[src/verilog/scsi_sm_pkg.sv]
// SCSI sequencer shared types
`default_nettype none

package scsi_sm_pkg;

  // Sequencer state with one bit for each of the five state flops
  typedef struct packed {
    logic dff5;
    logic dff4;
    logic dff3;
    logic dff2;
    logic dff1;
  } scsi_state_t;

  // Bits dff5 to dff3 tell the cycle kind and dff2 and dff1 the step
  // Steps run 01, 11, 10 so the first two steps of a cycle share dff1
  localparam scsi_state_t ST_IDLE  = 5'b00000;
  localparam scsi_state_t ST_CRD1  = 5'b00001;
  localparam scsi_state_t ST_CRD2  = 5'b00011;
  localparam scsi_state_t ST_CRD3  = 5'b00010;
  localparam scsi_state_t ST_CWR1  = 5'b00101;
  localparam scsi_state_t ST_CWR2  = 5'b00111;
  localparam scsi_state_t ST_CWR3  = 5'b00110;
  localparam scsi_state_t ST_DIN1  = 5'b01001;
  localparam scsi_state_t ST_DIN2  = 5'b01011;
  localparam scsi_state_t ST_DIN3  = 5'b01010;
  localparam scsi_state_t ST_DOUT1 = 5'b10001;
  localparam scsi_state_t ST_DOUT2 = 5'b10011;
  localparam scsi_state_t ST_DOUT3 = 5'b10010;

  // Product terms of the PLA, each one low while its product holds
  typedef struct packed {
    logic e0_n, e1_n, e2_n, e3_n;
    logic e4_n, e5_n, e6_n, e7_n;
    logic e8_n, e9_n, e10_n, e11_n;
    logic e12_n, e13_n, e14_n, e15_n;
    logic e16_n, e17_n, e18_n, e19_n;
    logic e20_n, e21_n, e22_n, e23_n;
    logic e24_n, e25_n, e26_n, e27_n;
  } sm_terms_t;

  // Request conditions, dma_dir high means SCSI to memory
  typedef struct packed {
    logic cpu_req;
    logic cpu_read;
    logic dma_en;
    logic dma_dir;
    logic drq;
  } sm_req_t;

  // Control strobes to the SCSI chip, the FIFO and the bus interface
  typedef struct packed {
    logic dack;
    logic incbo;
    logic incni;
    logic incno;
    logic re;
    logic we;
    logic scsi_cs;
    logic set_dsack;
    logic s2f;
    logic f2s;
    logic s2cpu;
    logic cpu2s;
  } sm_ctrl_t;

  // FIFO fill state fed back into the idle arbitration
  typedef struct packed {
    logic full;
    logic empty;
  } fifo_stat_t;

endpackage

`default_nettype wire

[src/verilog/fifo_ptrs.sv]
// FIFO pointers and flags
`timescale 1ns/1ps
`default_nettype none

module fifo_ptrs #(
  parameter int FIFO_DEPTH = 8
) (
  input  wire                          clk,
  input  wire                          rst_n,
  input  wire scsi_sm_pkg::sm_ctrl_t   ctrl,
  output logic [1:0]                   byte_lane,
  output scsi_sm_pkg::fifo_stat_t      fifo_stat
);

  // Pointer width plus one wrap bit to tell full from empty
  localparam int PTR_W = $clog2(FIFO_DEPTH);

  logic [PTR_W:0] fill_ptr;
  logic [PTR_W:0] drain_ptr;

  // The byte lane wraps at four, one step per byte moved
  always_ff @(posedge clk or negedge rst_n) begin
    if (!rst_n) begin
      byte_lane <= 2'd0;
    end else if (ctrl.incbo) begin
      byte_lane <= byte_lane + 2'd1;
    end
  end

  // Fill side advances after the SCSI to FIFO step
  always_ff @(posedge clk or negedge rst_n) begin
    if (!rst_n) begin
      fill_ptr <= '0;
    end else if (ctrl.incni) begin
      fill_ptr <= fill_ptr + (PTR_W + 1)'(1);
    end
  end

  // Drain side advances after the FIFO to SCSI step
  always_ff @(posedge clk or negedge rst_n) begin
    if (!rst_n) begin
      drain_ptr <= '0;
    end else if (ctrl.incno) begin
      drain_ptr <= drain_ptr + (PTR_W + 1)'(1);
    end
  end

  // Full when the fill side is one lap ahead, empty when both sides meet
  always_comb begin
    fifo_stat.empty = (fill_ptr == drain_ptr);
    fifo_stat.full  = (fill_ptr[PTR_W] != drain_ptr[PTR_W]) &&
                      (fill_ptr[PTR_W-1:0] == drain_ptr[PTR_W-1:0]);
  end

endmodule

`default_nettype wire

[src/verilog/scsi_dma_ctrl.sv]
// SCSI DMA transfer controller
`timescale 1ns/1ps
`default_nettype none

module scsi_dma_ctrl #(
  parameter int FIFO_DEPTH = 8
) (
  input  wire                          clk,
  input  wire                          rst_n,
  input  wire scsi_sm_pkg::sm_req_t    req,
  output scsi_sm_pkg::sm_ctrl_t        ctrl,
  output scsi_sm_pkg::scsi_state_t     state,
  output logic [1:0]                   byte_lane,
  output scsi_sm_pkg::fifo_stat_t      fifo_stat
);
  import scsi_sm_pkg::*;

  // Loop signals between the two PLA planes and the state flops
  scsi_state_t next_state;
  sm_terms_t   terms;

  // Present state held for one clock
  scsi_sm_state u_state (
    .clk        (clk),
    .rst_n      (rst_n),
    .next_state (next_state),
    .state      (state)
  );

  // Product terms from state, requests and FIFO flags
  scsi_sm_inputs u_inputs (
    .state     (state),
    .req       (req),
    .fifo_stat (fifo_stat),
    .terms     (terms)
  );

  // Next state and strobes as ORs of the terms
  scsi_sm_outputs u_outputs (
    .terms      (terms),
    .next_state (next_state),
    .ctrl       (ctrl)
  );

  // The increment strobes close the loop through full and empty
  fifo_ptrs #(
    .FIFO_DEPTH (FIFO_DEPTH)
  ) u_fifo_ptrs (
    .clk       (clk),
    .rst_n     (rst_n),
    .ctrl      (ctrl),
    .byte_lane (byte_lane),
    .fifo_stat (fifo_stat)
  );

endmodule

`default_nettype wire

[src/verilog/scsi_sm_inputs.sv]
// SCSI sequencer input plane
`timescale 1ns/1ps
`default_nettype none

module scsi_sm_inputs (
  input  wire scsi_sm_pkg::scsi_state_t state,
  input  wire scsi_sm_pkg::sm_req_t     req,
  input  wire scsi_sm_pkg::fifo_stat_t  fifo_stat,
  output scsi_sm_pkg::sm_terms_t        terms
);
  import scsi_sm_pkg::*;

  // Full five-bit matches of the present state
  logic in_idle;
  logic in_crd1;
  logic in_crd2;
  logic in_crd3;
  logic in_cwr1;
  logic in_cwr2;
  logic in_cwr3;
  logic in_din1;
  logic in_din2;
  logic in_din3;
  logic in_dout1;
  logic in_dout2;
  logic in_dout3;
  // Shared product over the first two write steps with dff2 left open
  logic in_cwr12;
  // DMA request seen in idle with no CPU access waiting
  logic dma_go;

  assign in_idle  = (state == ST_IDLE);
  assign in_crd1  = (state == ST_CRD1);
  assign in_crd2  = (state == ST_CRD2);
  assign in_crd3  = (state == ST_CRD3);
  assign in_cwr1  = (state == ST_CWR1);
  assign in_cwr2  = (state == ST_CWR2);
  assign in_cwr3  = (state == ST_CWR3);
  assign in_din1  = (state == ST_DIN1);
  assign in_din2  = (state == ST_DIN2);
  assign in_din3  = (state == ST_DIN3);
  assign in_dout1 = (state == ST_DOUT1);
  assign in_dout2 = (state == ST_DOUT2);
  assign in_dout3 = (state == ST_DOUT3);
  assign in_cwr12 = ~state.dff5 & ~state.dff4 & state.dff3 & state.dff1;
  assign dma_go   = in_idle & ~req.cpu_req & req.dma_en & req.drq;

  always_comb begin
    // Idle arbitration where a CPU access wins over any DMA request
    terms.e0_n  = ~(in_idle & req.cpu_req & req.cpu_read);
    terms.e1_n  = ~(in_idle & req.cpu_req & ~req.cpu_read);
    // A transfer starts only if the FIFO has room or has data for it
    terms.e2_n  = ~(dma_go & req.dma_dir & ~fifo_stat.full);
    terms.e3_n  = ~(dma_go & ~req.dma_dir & ~fifo_stat.empty);
    // Step advance terms, one per state that does not end a cycle
    terms.e4_n  = ~in_crd1;
    terms.e5_n  = ~in_crd2;
    terms.e6_n  = ~in_cwr1;
    terms.e7_n  = ~in_cwr2;
    terms.e8_n  = ~in_din1;
    terms.e9_n  = ~in_din2;
    terms.e10_n = ~in_dout1;
    terms.e11_n = ~in_dout2;
    // CPU read strobes, with DSACK on its own term in the last step
    terms.e12_n = ~in_crd1;
    terms.e13_n = ~in_crd2;
    terms.e14_n = ~in_crd3;
    terms.e15_n = ~in_crd3;
    // CPU write strobes
    terms.e16_n = ~in_cwr1;
    terms.e17_n = ~in_cwr2;
    // The write data path stays open across both chip select steps
    terms.e18_n = ~in_cwr12;
    terms.e19_n = ~in_cwr3;
    // DMA in strobes, pointer increments split from the data move
    terms.e20_n = ~in_din1;
    terms.e21_n = ~in_din2;
    terms.e22_n = ~in_din3;
    terms.e23_n = ~in_din3;
    // DMA out reads the FIFO first and then writes the chip twice
    terms.e24_n = ~in_dout1;
    terms.e25_n = ~in_dout1;
    terms.e26_n = ~in_dout2;
    terms.e27_n = ~in_dout3;
  end

endmodule

`default_nettype wire

[src/verilog/scsi_sm_outputs.sv]
// SCSI sequencer output plane
`timescale 1ns/1ps
`default_nettype none

module scsi_sm_outputs (
  input  wire scsi_sm_pkg::sm_terms_t terms,
  output scsi_sm_pkg::scsi_state_t    next_state,
  output scsi_sm_pkg::sm_ctrl_t       ctrl
);

  // Every output is a NAND of active low terms, so any term that is low raises it
  always_comb begin
    // dff1 is set on entry to a first step and when a first step moves on
    next_state.dff1 = ~(terms.e0_n & terms.e1_n & terms.e2_n & terms.e3_n &
                        terms.e4_n & terms.e6_n & terms.e8_n & terms.e10_n);
    // dff2 is set by every advance out of a first or second step
    next_state.dff2 = ~(terms.e4_n & terms.e5_n & terms.e6_n & terms.e7_n &
                        terms.e8_n & terms.e9_n & terms.e10_n & terms.e11_n);
    // The kind bits are loaded on the start and held until the last step
    next_state.dff3 = ~(terms.e1_n & terms.e6_n & terms.e7_n);
    next_state.dff4 = ~(terms.e2_n & terms.e8_n & terms.e9_n);
    next_state.dff5 = ~(terms.e3_n & terms.e10_n & terms.e11_n);

    // Chip handshake for both DMA directions
    ctrl.dack      = ~(terms.e20_n & terms.e21_n & terms.e26_n & terms.e27_n);
    // Byte lane moves on every byte that enters or leaves the FIFO
    ctrl.incbo     = ~(terms.e23_n & terms.e25_n);
    ctrl.incni     = ~terms.e23_n;
    ctrl.incno     = ~terms.e25_n;
    // Read and write pulses to the SCSI chip
    ctrl.re        = ~(terms.e12_n & terms.e13_n & terms.e20_n & terms.e21_n);
    ctrl.we        = ~(terms.e16_n & terms.e17_n & terms.e26_n & terms.e27_n);
    // Register select only for CPU cycles since DMA uses dack instead
    ctrl.scsi_cs   = ~(terms.e12_n & terms.e13_n & terms.e16_n & terms.e17_n);
    // Ends both kinds of CPU cycle
    ctrl.set_dsack = ~(terms.e15_n & terms.e19_n);
    // Data path steering
    ctrl.s2f       = ~terms.e22_n;
    ctrl.f2s       = ~terms.e24_n;
    ctrl.s2cpu     = ~terms.e14_n;
    ctrl.cpu2s     = ~terms.e18_n;
  end

endmodule

`default_nettype wire

[src/verilog/scsi_sm_state.sv]
// SCSI sequencer state register
`timescale 1ns/1ps
`default_nettype none

module scsi_sm_state (
  input  wire                          clk,
  input  wire                          rst_n,
  input  wire scsi_sm_pkg::scsi_state_t next_state,
  output scsi_sm_pkg::scsi_state_t      state
);
  import scsi_sm_pkg::*;

  // The five flops load the output plane on every edge
  // Reset puts the loop in idle so that no strobe fires before the first request
  always_ff @(posedge clk or negedge rst_n) begin
    if (!rst_n) begin
      state <= ST_IDLE;
    end else begin
      state <= next_state;
    end
  end

endmodule

`default_nettype wire
[config.mk]
export PLATFORM = sky130hd
export DESIGN_NAME = scsi_dma_ctrl
export DESIGN_NICKNAME = d
export VERILOG_FILES = /design/src/verilog/scsi_sm_pkg.sv /design/src/verilog/fifo_ptrs.sv /design/src/verilog/scsi_dma_ctrl.sv /design/src/verilog/scsi_sm_inputs.sv /design/src/verilog/scsi_sm_outputs.sv /design/src/verilog/scsi_sm_state.sv
export SDC_FILE = /design/constraint.sdc
export NUM_CORES = 1
export LEC_CHECK = 0
export BUFFER_PORTS_ARGS = -buffer_cell sky130_fd_sc_hd__buf_2
export CORE_MARGIN = 3
export CORE_UTILIZATION = 50
export CTS_BUF_LIST = sky130_fd_sc_hd__clkbuf_8
export CTS_CLUSTER_DIAMETER = 120
export CTS_CLUSTER_SIZE = 30
export DETAILED_ROUTE_END_ITERATION = 8
export HOLD_SLACK_MARGIN = 0.08
export PLACE_DENSITY = 0.88
export SYNTH_ARGS = -nofsm -noshare
export SYNTH_HDL_FRONTEND = slang
export SYNTH_SLANG_ARGS = --single-unit
export TNS_END_PERCENT = 50
[constraint.sdc]
create_clock -name clk -period 2.02 [get_ports clk]
set_input_delay 0.101 -clock clk [delete_from_list [all_inputs] [get_ports clk]]
set_output_delay 0.101 -clock clk [all_outputs]
set_load 0.02 [all_outputs]
==> results of run 1 <==
-- logic make-up after synthesis --
group	after synthesis
AND/OR/NAND/NOR	36
XOR/XNOR	13
adder cells (fa/ha/maj)	2
multiplexers	2
buffers and inverters	14
AO/OA/AOI/OAI	10
flip-flops	15
-- cells in the final DEF, fill, tap and decap left out, drive strengths merged, types with 2 or more instances in the layout --
cell / synthesis / final
a21oi: 3 / 3
buf: 6 / 31
clkbuf: 4 / 3
dfrtp: 15 / 15
dlygate4sd3: 0 / 2
ha: 2 / 2
inv: 4 / 5
mux2: 2 / 2
nand2: 4 / 4
nand3: 3 / 3
nand3b: 2 / 2
nor2: 4 / 4
nor2b: 3 / 3
nor3: 4 / 4
nor3b: 3 / 3
nor4: 2 / 2
nor4b: 3 / 3
o31ai: 2 / 2
xnor2: 2 / 2
xor2: 10 / 10
-- metal layers --
layer	vias to the layer above	global-route usage [%]
met5	-	0
met4	0	4.15
met3	2	5.44
met2	21	31.1
met1	370	20.5
li1	376	-
-- synthesized netlist by cell type (all sizes together) (3+ instances only) --
cell type / n
a21oi: 3
buf: 6
clkbuf: 4
dfrtp: 15
inv: 4
nand2: 4
nand3: 3
nor2: 4
nor2b: 3
nor3: 4
nor3b: 3
nor4b: 3
xor2: 10
-- registers in the layout, summed over array words and instances, names as in the netlist --
| signal | flops |
|---|---|
| u_fifo_ptrs.fill_ptr | 4 |
| u_fifo_ptrs.drain_ptr | 4 |
| u_state.state | 5 |
| u_fifo_ptrs.byte_lane | 2 |
-- repair_timing --
action,4_1_cts,5_1_grt
hold endpoints to repair,16,0
setup endpoints to repair,0,0
resized for setup,0,0
hold buffers,2,0
-- through the flow --
step	instances	power, uW	instance area [sq um]	hold slack (ps)	setup WS [ps]
after CTS	144	1350	1150	116	175
after global placement	138	1090	1090	15.8	353
after detailed placement	138	1110	1090	16.1	311
after global routing	144	1440	1150	123	66.7
final	144	1340	1150	123	187
after floorplan	92	918	950	-195	161
-- layout make-up --
cell class                      instances  area (sq um)
Sequential cell                        15           375
Inverter                                4          15.0
Clock buffer                            3          41.3
Multi-Input combinational cell         63           499
Tap cell                               25          31.3
Clock inverter                          1          3.75
Timing Repair Buffer                   33           185
Fill cell                             158           613
-- power by group through the flow --
stage / Sequential [uW] / Combinational [uW] / Clock [uW]
after floorplan: 495 / 423 / 0
after global placement: 441 / 647 / 0
after detailed placement: 443 / 664 / 0
after CTS: 438 / 672 / 243
after global routing: 454 / 730 / 256
final: 438 / 667 / 231
-- worst paths after layout --
kind	from	end	slack (ps)	cells after the start
max	u_state.state[0]	ctrl[10]	190	4
min	req[4]	u_state.state[2]	120	2
max reg2reg	u_state.state[1]	u_state.state[3]	300	3
min reg2reg	u_fifo_ptrs.byte_lane[1]	u_fifo_ptrs.byte_lane[1]	460	1
max in group asynchronous	rst_n	u_fifo_ptrs.drain_ptr[2]	1490	2
min in group asynchronous	rst_n	u_fifo_ptrs.byte_lane[1]	280	2
==> results.sh, run 1 <==
export IMPL_ys_warn_count=0
export IMPL_worstMarginPinSlew_ps=482
export IMPL_overflow=0
export IMPL_dpl_hpwl_microns=1450
export IMPL_rsz0062_at_grt="false"
export IMPL_grt_first_pass_wirelength_microns=3350
export IMPL_antenna_cells=0
export IMPL_worstSetupStartpointType="flop"
export IMPL_p_switching_uw=567
export IMPL_synth_edf_count=0
export IMPL_synth_seq_area_share_pct=39.5
export IMPL_drt_iter0_drc=12
export IMPL_fin_util_pct=65.2
export IMPL_num_vias=769
export IMPL_cts_setup_buffers=0
export IMPL_drv_cap=0
export IMPL_synth_nets=101
export IMPL_die_w_microns=49.6
export IMPL_ctsLongestPathBuffers=2
export IMPL_syn_avg_cell_area_sq_um=10.3
export IMPL_ant_nets=0
export IMPL_ys_ff_latch=15
export IMPL_gp_congestion=0.854
export IMPL_cp_required_ps=1920
export IMPL_met1_length_microns=855
export IMPL_grt_max_degree=16
export IMPL_power_frac_comb_pct=49.9
export IMPL_met2_length_microns=931
export IMPL_grt_pass1_vias=781
export IMPL_htree_levels=1
export IMPL_slew_violations=0
export IMPL_cts_sinks=15
export IMPL_seq_power_share_pct=32.8
export IMPL_wirelength_microns=1910
export IMPL_hold_class="input port to flop"
export IMPL_ctsRootBufferMaster="clkbuf_8"
export IMPL_syn_to_final_growth_pct=21.2
export IMPL_yosys_area_share_simple_pct=26.1
export IMPL_synth_compound_area_share_pct=7.11
export IMPL_drive_above_1_share_pct=36.1
export IMPL_path_clk_slew_ps=60
export IMPL_first_pass_iters=4
export IMPL_clock_skew_ps=3.13
export IMPL_synth_area_leaders="dfrtp_1 40%, xor2_1 9.2%, buf_4 4.7%"
export IMPL_setup_viol=0
export IMPL_crit_family="simple AND/OR/NAND/NOR gates"
export IMPL_dieArea_sq_um=2460
export IMPL_io_buffers=27
export IMPL_synth_adder_area_share_pct=2.64
export IMPL_tns_ps=0
export IMPL_worstPathCellList="buf_4 -> or4bb_1 -> a21oi_1 -> buf_2"
export IMPL_clock_latency_ps=240
export IMPL_crit_path_top_delay_cell="or4bb_1"
export IMPL_wl_met3_microns=108
export IMPL_pin_count=28
export IMPL_p_leak_uw=0.000630
export IMPL_p_per_area_nw_per_um2=1160
export IMPL_synth_xor_area_share_pct=14.4
export IMPL_muxShareOfSynthArea_pct=2.37
export IMPL_ir_drop_mv=0.876
export IMPL_route_top_layer_used="met4"
export IMPL_outcome="finished clean"
export IMPL_yosysTopAreaCell="dfrtp_1"
export IMPL_postSynthCellCount=92
export IMPL_grt_use_total_pct=17.5
export IMPL_clkPwrFrac_pct=17.3
export IMPL_cts_tree="yes"
export IMPL_crit_fanout=11
export IMPL_criticalPathCategory="flop to output port"
export IMPL_synth_ff_type="dfrtp_1"
export IMPL_async_reset_ff_share_pct=100
export IMPL_syn_area_sq_um=950
export IMPL_core_area_sq_um=1760
export IMPL_hold_violations=0
export IMPL_die_h_microns=49.6
export IMPL_swShare_pct=42.5
export IMPL_worstSetupEndpointType="output port"
export IMPL_critPathBufInv=2
export IMPL_fin_crit_ps=1830
export IMPL_cpPeakStageDelay_ps=520
export IMPL_fmax_ghz=0.546
export IMPL_start_util_pct=53.8
export IMPL_grt_antenna_before_repair=0
export IMPL_post_drt_via_cell_ratio=5.34
export IMPL_numCtsBuffers=3
export IMPL_synth_top_family_by_area="simple AND/OR/NAND/NOR gates"
export IMPL_timing_final_crit_share_pct=90.7
export IMPL_relSlewSlack_pct=67.4
export IMPL_synth_top_area_share_pct=39.5
export IMPL_nets=129
export IMPL_row_count=15
export IMPL_route_detailed_drc=0
export IMPL_synth_distinct_cells=35
export IMPL_wl_per_cell_microns=13.3
export IMPL_worstPathArrival_ps=1730
export IMPL_p_int_uw=769
No activity file was read; power rests on OpenSTA's default activity.
==> run 2, diff against run 1 <==
- PLACE_DENSITY: 0.88 -> 0.75
==> run 2 against run 1 <==
Clock-buffer cell count unchanged. Cell count decreased by 0.69%. Combinational power shrank 4.9%. Clock skew hardly changed. Design area decreased by 0.54%. Setup slack lost 45 ps. Non-clock buffer count down 1. Critical endpoint unchanged. Largest power group unchanged. Highest routed layer unchanged.
==> results.sh, run 2 (synthesis results as in run 1) <==
export IMPL_route_detailed_drc=0
export IMPL_timing_rr_start="u_state.state[0]"
export IMPL_ctsRootBufferMaster="clkbuf_8"
export IMPL_ant_nets=0
export IMPL_p_leak_uw=0.000623
export IMPL_worstSetupEndpointType="output port"
export IMPL_row_count=15
export IMPL_die_w_microns=49.6
export IMPL_final_common_cell="buf_2"
export IMPL_grt_first_pass_wirelength_microns=3080
export IMPL_cts_tree="yes"
export IMPL_timing_final_crit_share_pct=93.0
export IMPL_cp_required_ps=1920
export IMPL_clock_latency_ps=240
export IMPL_dieArea_sq_um=2460
export IMPL_crit_cells=4
export IMPL_met3_usage_pct=3.02
export IMPL_worstPathArrival_ps=1780
export IMPL_drt_iter0_drc=17
export IMPL_grt_max_degree=16
export IMPL_overflow=0
export IMPL_critPathBufInv=2
export IMPL_nets=128
export IMPL_p_per_area_nw_per_um2=1160
export IMPL_swShare_pct=43.1
export IMPL_crit_fanout=10
export IMPL_timing_rr_end="u_fifo_ptrs.fill_ptr[3]"
export IMPL_hold_path_endpoint="u_state.state[2]"
export IMPL_fin_crit_ps=1880
export IMPL_start_util_pct=53.8
export IMPL_die_h_microns=49.6
export IMPL_whs_path_depth=2
export IMPL_hold_violations=0
export IMPL_ctsLongestPathBuffers=2
export IMPL_relSlewSlack_pct=70.0
export IMPL_worstMarginPinSlew_ps=444
export IMPL_worstSetupStartpointType="flop"
export IMPL_grt_antenna_before_repair=0
export IMPL_tns_ps=0
export IMPL_cts_setup_buffers=0
export IMPL_met2_usage_pct=24.7
export IMPL_power_frac_comb_pct=47.7
export IMPL_core_area_sq_um=1760
export IMPL_hold_path_startpoint="req[4]"
export IMPL_crit_path_top_delay_cell="or4bb_1"
export IMPL_fin_total_pwr_uw=1330
export IMPL_syn_to_final_growth_pct=20.6
export IMPL_clock_skew_ps=2.95
export IMPL_gr_max_usage_layer="met2"
export IMPL_p_int_uw=756
export IMPL_numCtsBuffers=3
export IMPL_cpPeakStageDelay_ps=510
export IMPL_reg_largest_list="u_state.state x5, u_fifo_ptrs.drain_ptr x4, u_fifo_ptrs.fill_ptr x4"
export IMPL_setup_viol=0
export IMPL_clkPwrFrac_pct=17.5
export IMPL_dpl_hpwl_microns=1420
export IMPL_cts_sinks=15
export IMPL_outcome="finished clean"
export IMPL_wl_per_cell_microns=12.9
export IMPL_first_pass_iters=4
export IMPL_met1_usage_pct=22.7
export IMPL_critPathLaunch="u_state.state[3]"
export IMPL_hold_class="input port to flop"
export IMPL_path_clk_slew_ps=60
export IMPL_io_buffers=27
export IMPL_criticalPathCategory="flop to output port"
export IMPL_max_flop_register="u_state.state"
export IMPL_grt_use_total_pct=15.9
export IMPL_seq_power_share_pct=34.8
export IMPL_ir_drop_mv=0.636
export IMPL_r2r_slack_ps=270
export IMPL_most_common_layout_cells="27 x buf_2, 14 x dfrtp_1, 10 x xor2_1"
export IMPL_drive_above_1_share_pct=36.4
export IMPL_htree_levels=1
export IMPL_r2r_cells=3
export IMPL_post_drt_via_cell_ratio=5.19
export IMPL_rsz0062_at_grt="false"
export IMPL_grt_pass1_vias=693
export IMPL_num_vias=742
export IMPL_fmax_ghz=0.533
export IMPL_slew_violations=0
export IMPL_drv_cap=0
export IMPL_crit_family="simple AND/OR/NAND/NOR gates"
export IMPL_antenna_cells=0
export IMPL_largest_reg_flops=5
export IMPL_pin_count=28
export IMPL_gp_congestion=0.791
export IMPL_wirelength_microns=1850
export IMPL_p_switching_uw=572
export IMPL_worstPathCellList="buf_4 -> or4bb_1 -> a21oi_1 -> buf_2"
-- run 2: changes by cell type in the layout (fill, tap and decap cells not counted) --
cell / delta
dfrtp_2: +1
buf_4: -1
dfrtp_1: -1
-- run 2: stage by stage --
stage	worst slack [ps]	cells	util, %	cell area (sq um)	hold slack, ps
floorplan	161	92	-	950	-195
global placement	316	137	61.1	1080	21.9
detailed placement	281	137	61.1	1080	23.7
CTS	89.4	143	64.8	1140	117
global route	33.3	143	64.9	1140	125
finish	142	143	64.9	1140	118
-- run 2: layout make-up --
cell class / count / area, sq um
inverters: 4 / 15.0
clock buffers: 3 / 41.3
well taps: 25 / 31.3
multi-input cells: 63 / 499
fillers: 155 / 619
clock inverters: 1 / 3.75
flip-flops and latches: 15 / 377
repair buffers: 32 / 178
-- run 2: worst reg2reg max path, cell delays in order (launching register included) --
cell	delay (ps)
dfrtp_1	490
or3b_4	470
or4b_4	540
xnor2_2	140
-- run 2: how the worst max path moves through the flow --
stage / to / slack (ps)
after floorplan: u_fifo_ptrs.byte_lane[0] / 160
final: ctrl[10] / 140
after detailed placement: u_fifo_ptrs.fill_ptr[3] / 280
after global placement: u_fifo_ptrs.fill_ptr[3] / 320
after global routing: ctrl[10] / 30
after CTS: ctrl[10] / 90
-- run 2: metal layers --
layer | vias up | wire length [microns] | part of all wire [%]
li1 | 370 | - | -
met1 | 349 | 948 | 51
met2 | 21 | 804 | 43
met3 | 2 | 87 | 4.7
met4 | 0 | 8 | 0.43
met5 | - | 0 | 0
-- run 2: what timing repair did --
action,CTS,global route
endpoints found under the setup margin,0,1
hold buffers,2,0
resized for setup,0,1
endpoints found under the hold margin,16,0
-- run 2: power groups by stage --
stage                     Combinational, uW  Sequential (uW)  Clock (uW)
after CTS                               638              460         238
after global placement                  618              460           0
after detailed placement                632              466           0
final                                   634              462         232
after global routing                    691              474         256
after floorplan                         423              495           0
==> run 3, diff against run 2 <==
- CELL_PAD_IN_SITES_DETAIL_PLACEMENT: unset -> 1
- CELL_PAD_IN_SITES_GLOBAL_PLACEMENT: unset -> 1
- CORE_UTILIZATION: 50 -> 40
- PLACE_DENSITY: 0.75 -> 0.78
- SETUP_SLACK_MARGIN: unset -> 0.1
==> run 3 against run 2 <==
Clock-buffer cell count did not move. Register-to-register slack got worse by 20 ps. Cell count is 2.8% higher.
==> results.sh, run 3 (synthesis results as in run 1) <==
export IMPL_fillers=267
export IMPL_worstPathCellList="buf_4 -> or4bb_1 -> a21oi_2 -> buf_2"
export IMPL_cpPeakStageDelay_ps=530
export IMPL_hold_class="input port to flop"
export IMPL_die_w_microns=54.7
export IMPL_r2r_cells=3
export IMPL_clock_skew_ps=1.82
export IMPL_grt_first_pass_wirelength_microns=3510
export IMPL_tns_ps=0
export IMPL_seq_area_sq_um=375
export IMPL_multiInputGateArea_sq_um=503
export IMPL_power_frac_comb_pct=50.3
export IMPL_wirelength_microns=2280
export IMPL_drt_iter0_drc=7
export IMPL_row_count=17
export IMPL_crit_family="simple AND/OR/NAND/NOR gates"
export IMPL_p_per_area_nw_per_um2=1170
export IMPL_p_int_uw=769
export IMPL_fin_total_pwr_uw=1360
export IMPL_rsz0062_at_grt="false"
export IMPL_ctsRootBufferMaster="clkbuf_8"
export IMPL_dpl_hpwl_microns=1710
export IMPL_setup_viol=0
export IMPL_grt_max_degree=16
export IMPL_fin_area_sq_um=1160
export IMPL_die_h_microns=54.7
export IMPL_ir_drop_mv=0.811
export IMPL_crit_fanout=15
export IMPL_path_clk_slew_ps=60
export IMPL_syn_to_final_growth_pct=22.0
export IMPL_drive_above_1_share_pct=37.0
export IMPL_clock_latency_ps=240
export IMPL_criticalPathCategory="flop to output port"
export IMPL_cp_required_ps=1920
export IMPL_fin_crit_ps=1820
export IMPL_grt_pass1_vias=725
export IMPL_hold_path_endpoint="u_state.state[2]"
export IMPL_ant_nets=0
export IMPL_num_vias=777
export IMPL_clkPwrFrac_pct=17.0
export IMPL_htree_levels=1
export IMPL_timing_hold_ws_ps=119
export IMPL_r2r_slack_ps=250
export IMPL_hold_violations=0
export IMPL_ctsLongestPathBuffers=2
export IMPL_cts_sinks=15
export IMPL_hold_path_startpoint="req[4]"
export IMPL_post_dp_cell_area_sq_um=1090
export IMPL_grt_use_total_pct=17.0
export IMPL_p_leak_uw=0.000630
export IMPL_drv_cap=0
export IMPL_dieArea_sq_um=2990
export IMPL_overflow=0
export IMPL_worstSetupStartpointType="flop"
export IMPL_max_flop_register="u_state.state"
export IMPL_timing_rr_end="u_state.state[3]"
export IMPL_numCtsBuffers=3
export IMPL_route_detailed_drc=0
export IMPL_most_common_layout_cells="27 x buf_2, 15 x dfrtp_1, 10 x xor2_1"
export IMPL_core_area_sq_um=2230
export IMPL_fin_util_pct=51.9
export IMPL_first_pass_iters=3
export IMPL_pin_count=28
export IMPL_p_switching_uw=592
export IMPL_reg_largest_list="u_state.state x5, u_fifo_ptrs.drain_ptr x4, u_fifo_ptrs.fill_ptr x4"
export IMPL_critPathBufInv=2
export IMPL_slew_violations=0
export IMPL_fmax_ghz=0.548
export IMPL_gp_congestion=0.801
export IMPL_worstMarginPinSlew_ps=470
export IMPL_timing_final_crit_share_pct=90.3
export IMPL_wl_per_cell_microns=15.5
export IMPL_outcome="finished clean"
export IMPL_worstSetupEndpointType="output port"
export IMPL_nets=129
export IMPL_post_drt_via_cell_ratio=5.29
export IMPL_whs_path_depth=2
export IMPL_timing_rr_start="u_state.state[1]"
export IMPL_worstPathArrival_ps=1720
export IMPL_seq_power_share_pct=32.6
export IMPL_start_util_pct=42.5
export IMPL_grt_antenna_before_repair=0
export IMPL_largest_reg_flops=5
export IMPL_io_buffers=27
export IMPL_swShare_pct=43.5
export IMPL_final_common_cell="buf_2"
export IMPL_relSlewSlack_pct=68.2
export IMPL_antenna_cells=0
export IMPL_crit_path_top_delay_cell="or4bb_1"
export IMPL_cts_tree="yes"
## run 3: cell type report
| type | instances | share of cell area, % |
|---|---|---|
| timing repair buffer | 33 | 16.0 |
| inverter | 4 | 1.30 |
| clock inverter | 1 | 0.324 |
| tap | 28 | 3.02 |
| clock buffer | 3 | 3.56 |
| sequential | 15 | 32.4 |
| multi-input combinational | 63 | 43.4 |
## run 3: power groups by stage
stage / combinational (uW) / sequential (uW) / clock (uW)
after floorplan: 423 / 495 / 0
after global placement: 661 / 441 / 0
after detailed placement: 681 / 450 / 0
after CTS: 691 / 446 / 244
after global routing: 739 / 456 / 264
final: 685 / 444 / 232
## run 3: worst max-delay path by stage
stage,from,slack [ps],depth (start not counted),end
after floorplan,u_state.state[0],160,4,u_fifo_ptrs.byte_lane[0]
after global placement,u_state.state[1],350,3,u_fifo_ptrs.fill_ptr[3]
after detailed placement,u_state.state[1],270,3,u_state.state[3]
after CTS,u_state.state[3],120,4,ctrl[10]
after global routing,u_state.state[1],120,3,ctrl[9]
final,u_state.state[3],200,4,ctrl[10]
## run 3: per-stage QoR
step	cells	setup WS, ps
2_1_floorplan	92	161
3_3_place_gp	141	347
3_5_place_dp	141	271
4_1_cts	147	120
5_1_grt	147	115
6_report	147	195
## run 3: what timing repair did
item / in CTS / in global routing
setup endpoints to repair: 0 / 1
setup buffers: 0 / 0
resized for setup: 0 / 1
hold buffers: 2 / 0
hold endpoints to repair: 16 / 0
## run 3: per-layer routing
metal	vias up	track usage, %	part of all wire (%)	routed length, microns
met3	5	5.99	5.3	121
met1	377	19.8	43	988
met2	19	29.1	50	1140
met5	-	0	0	0
met4	0	4.98	0.97	22
li1	376	-	-	-
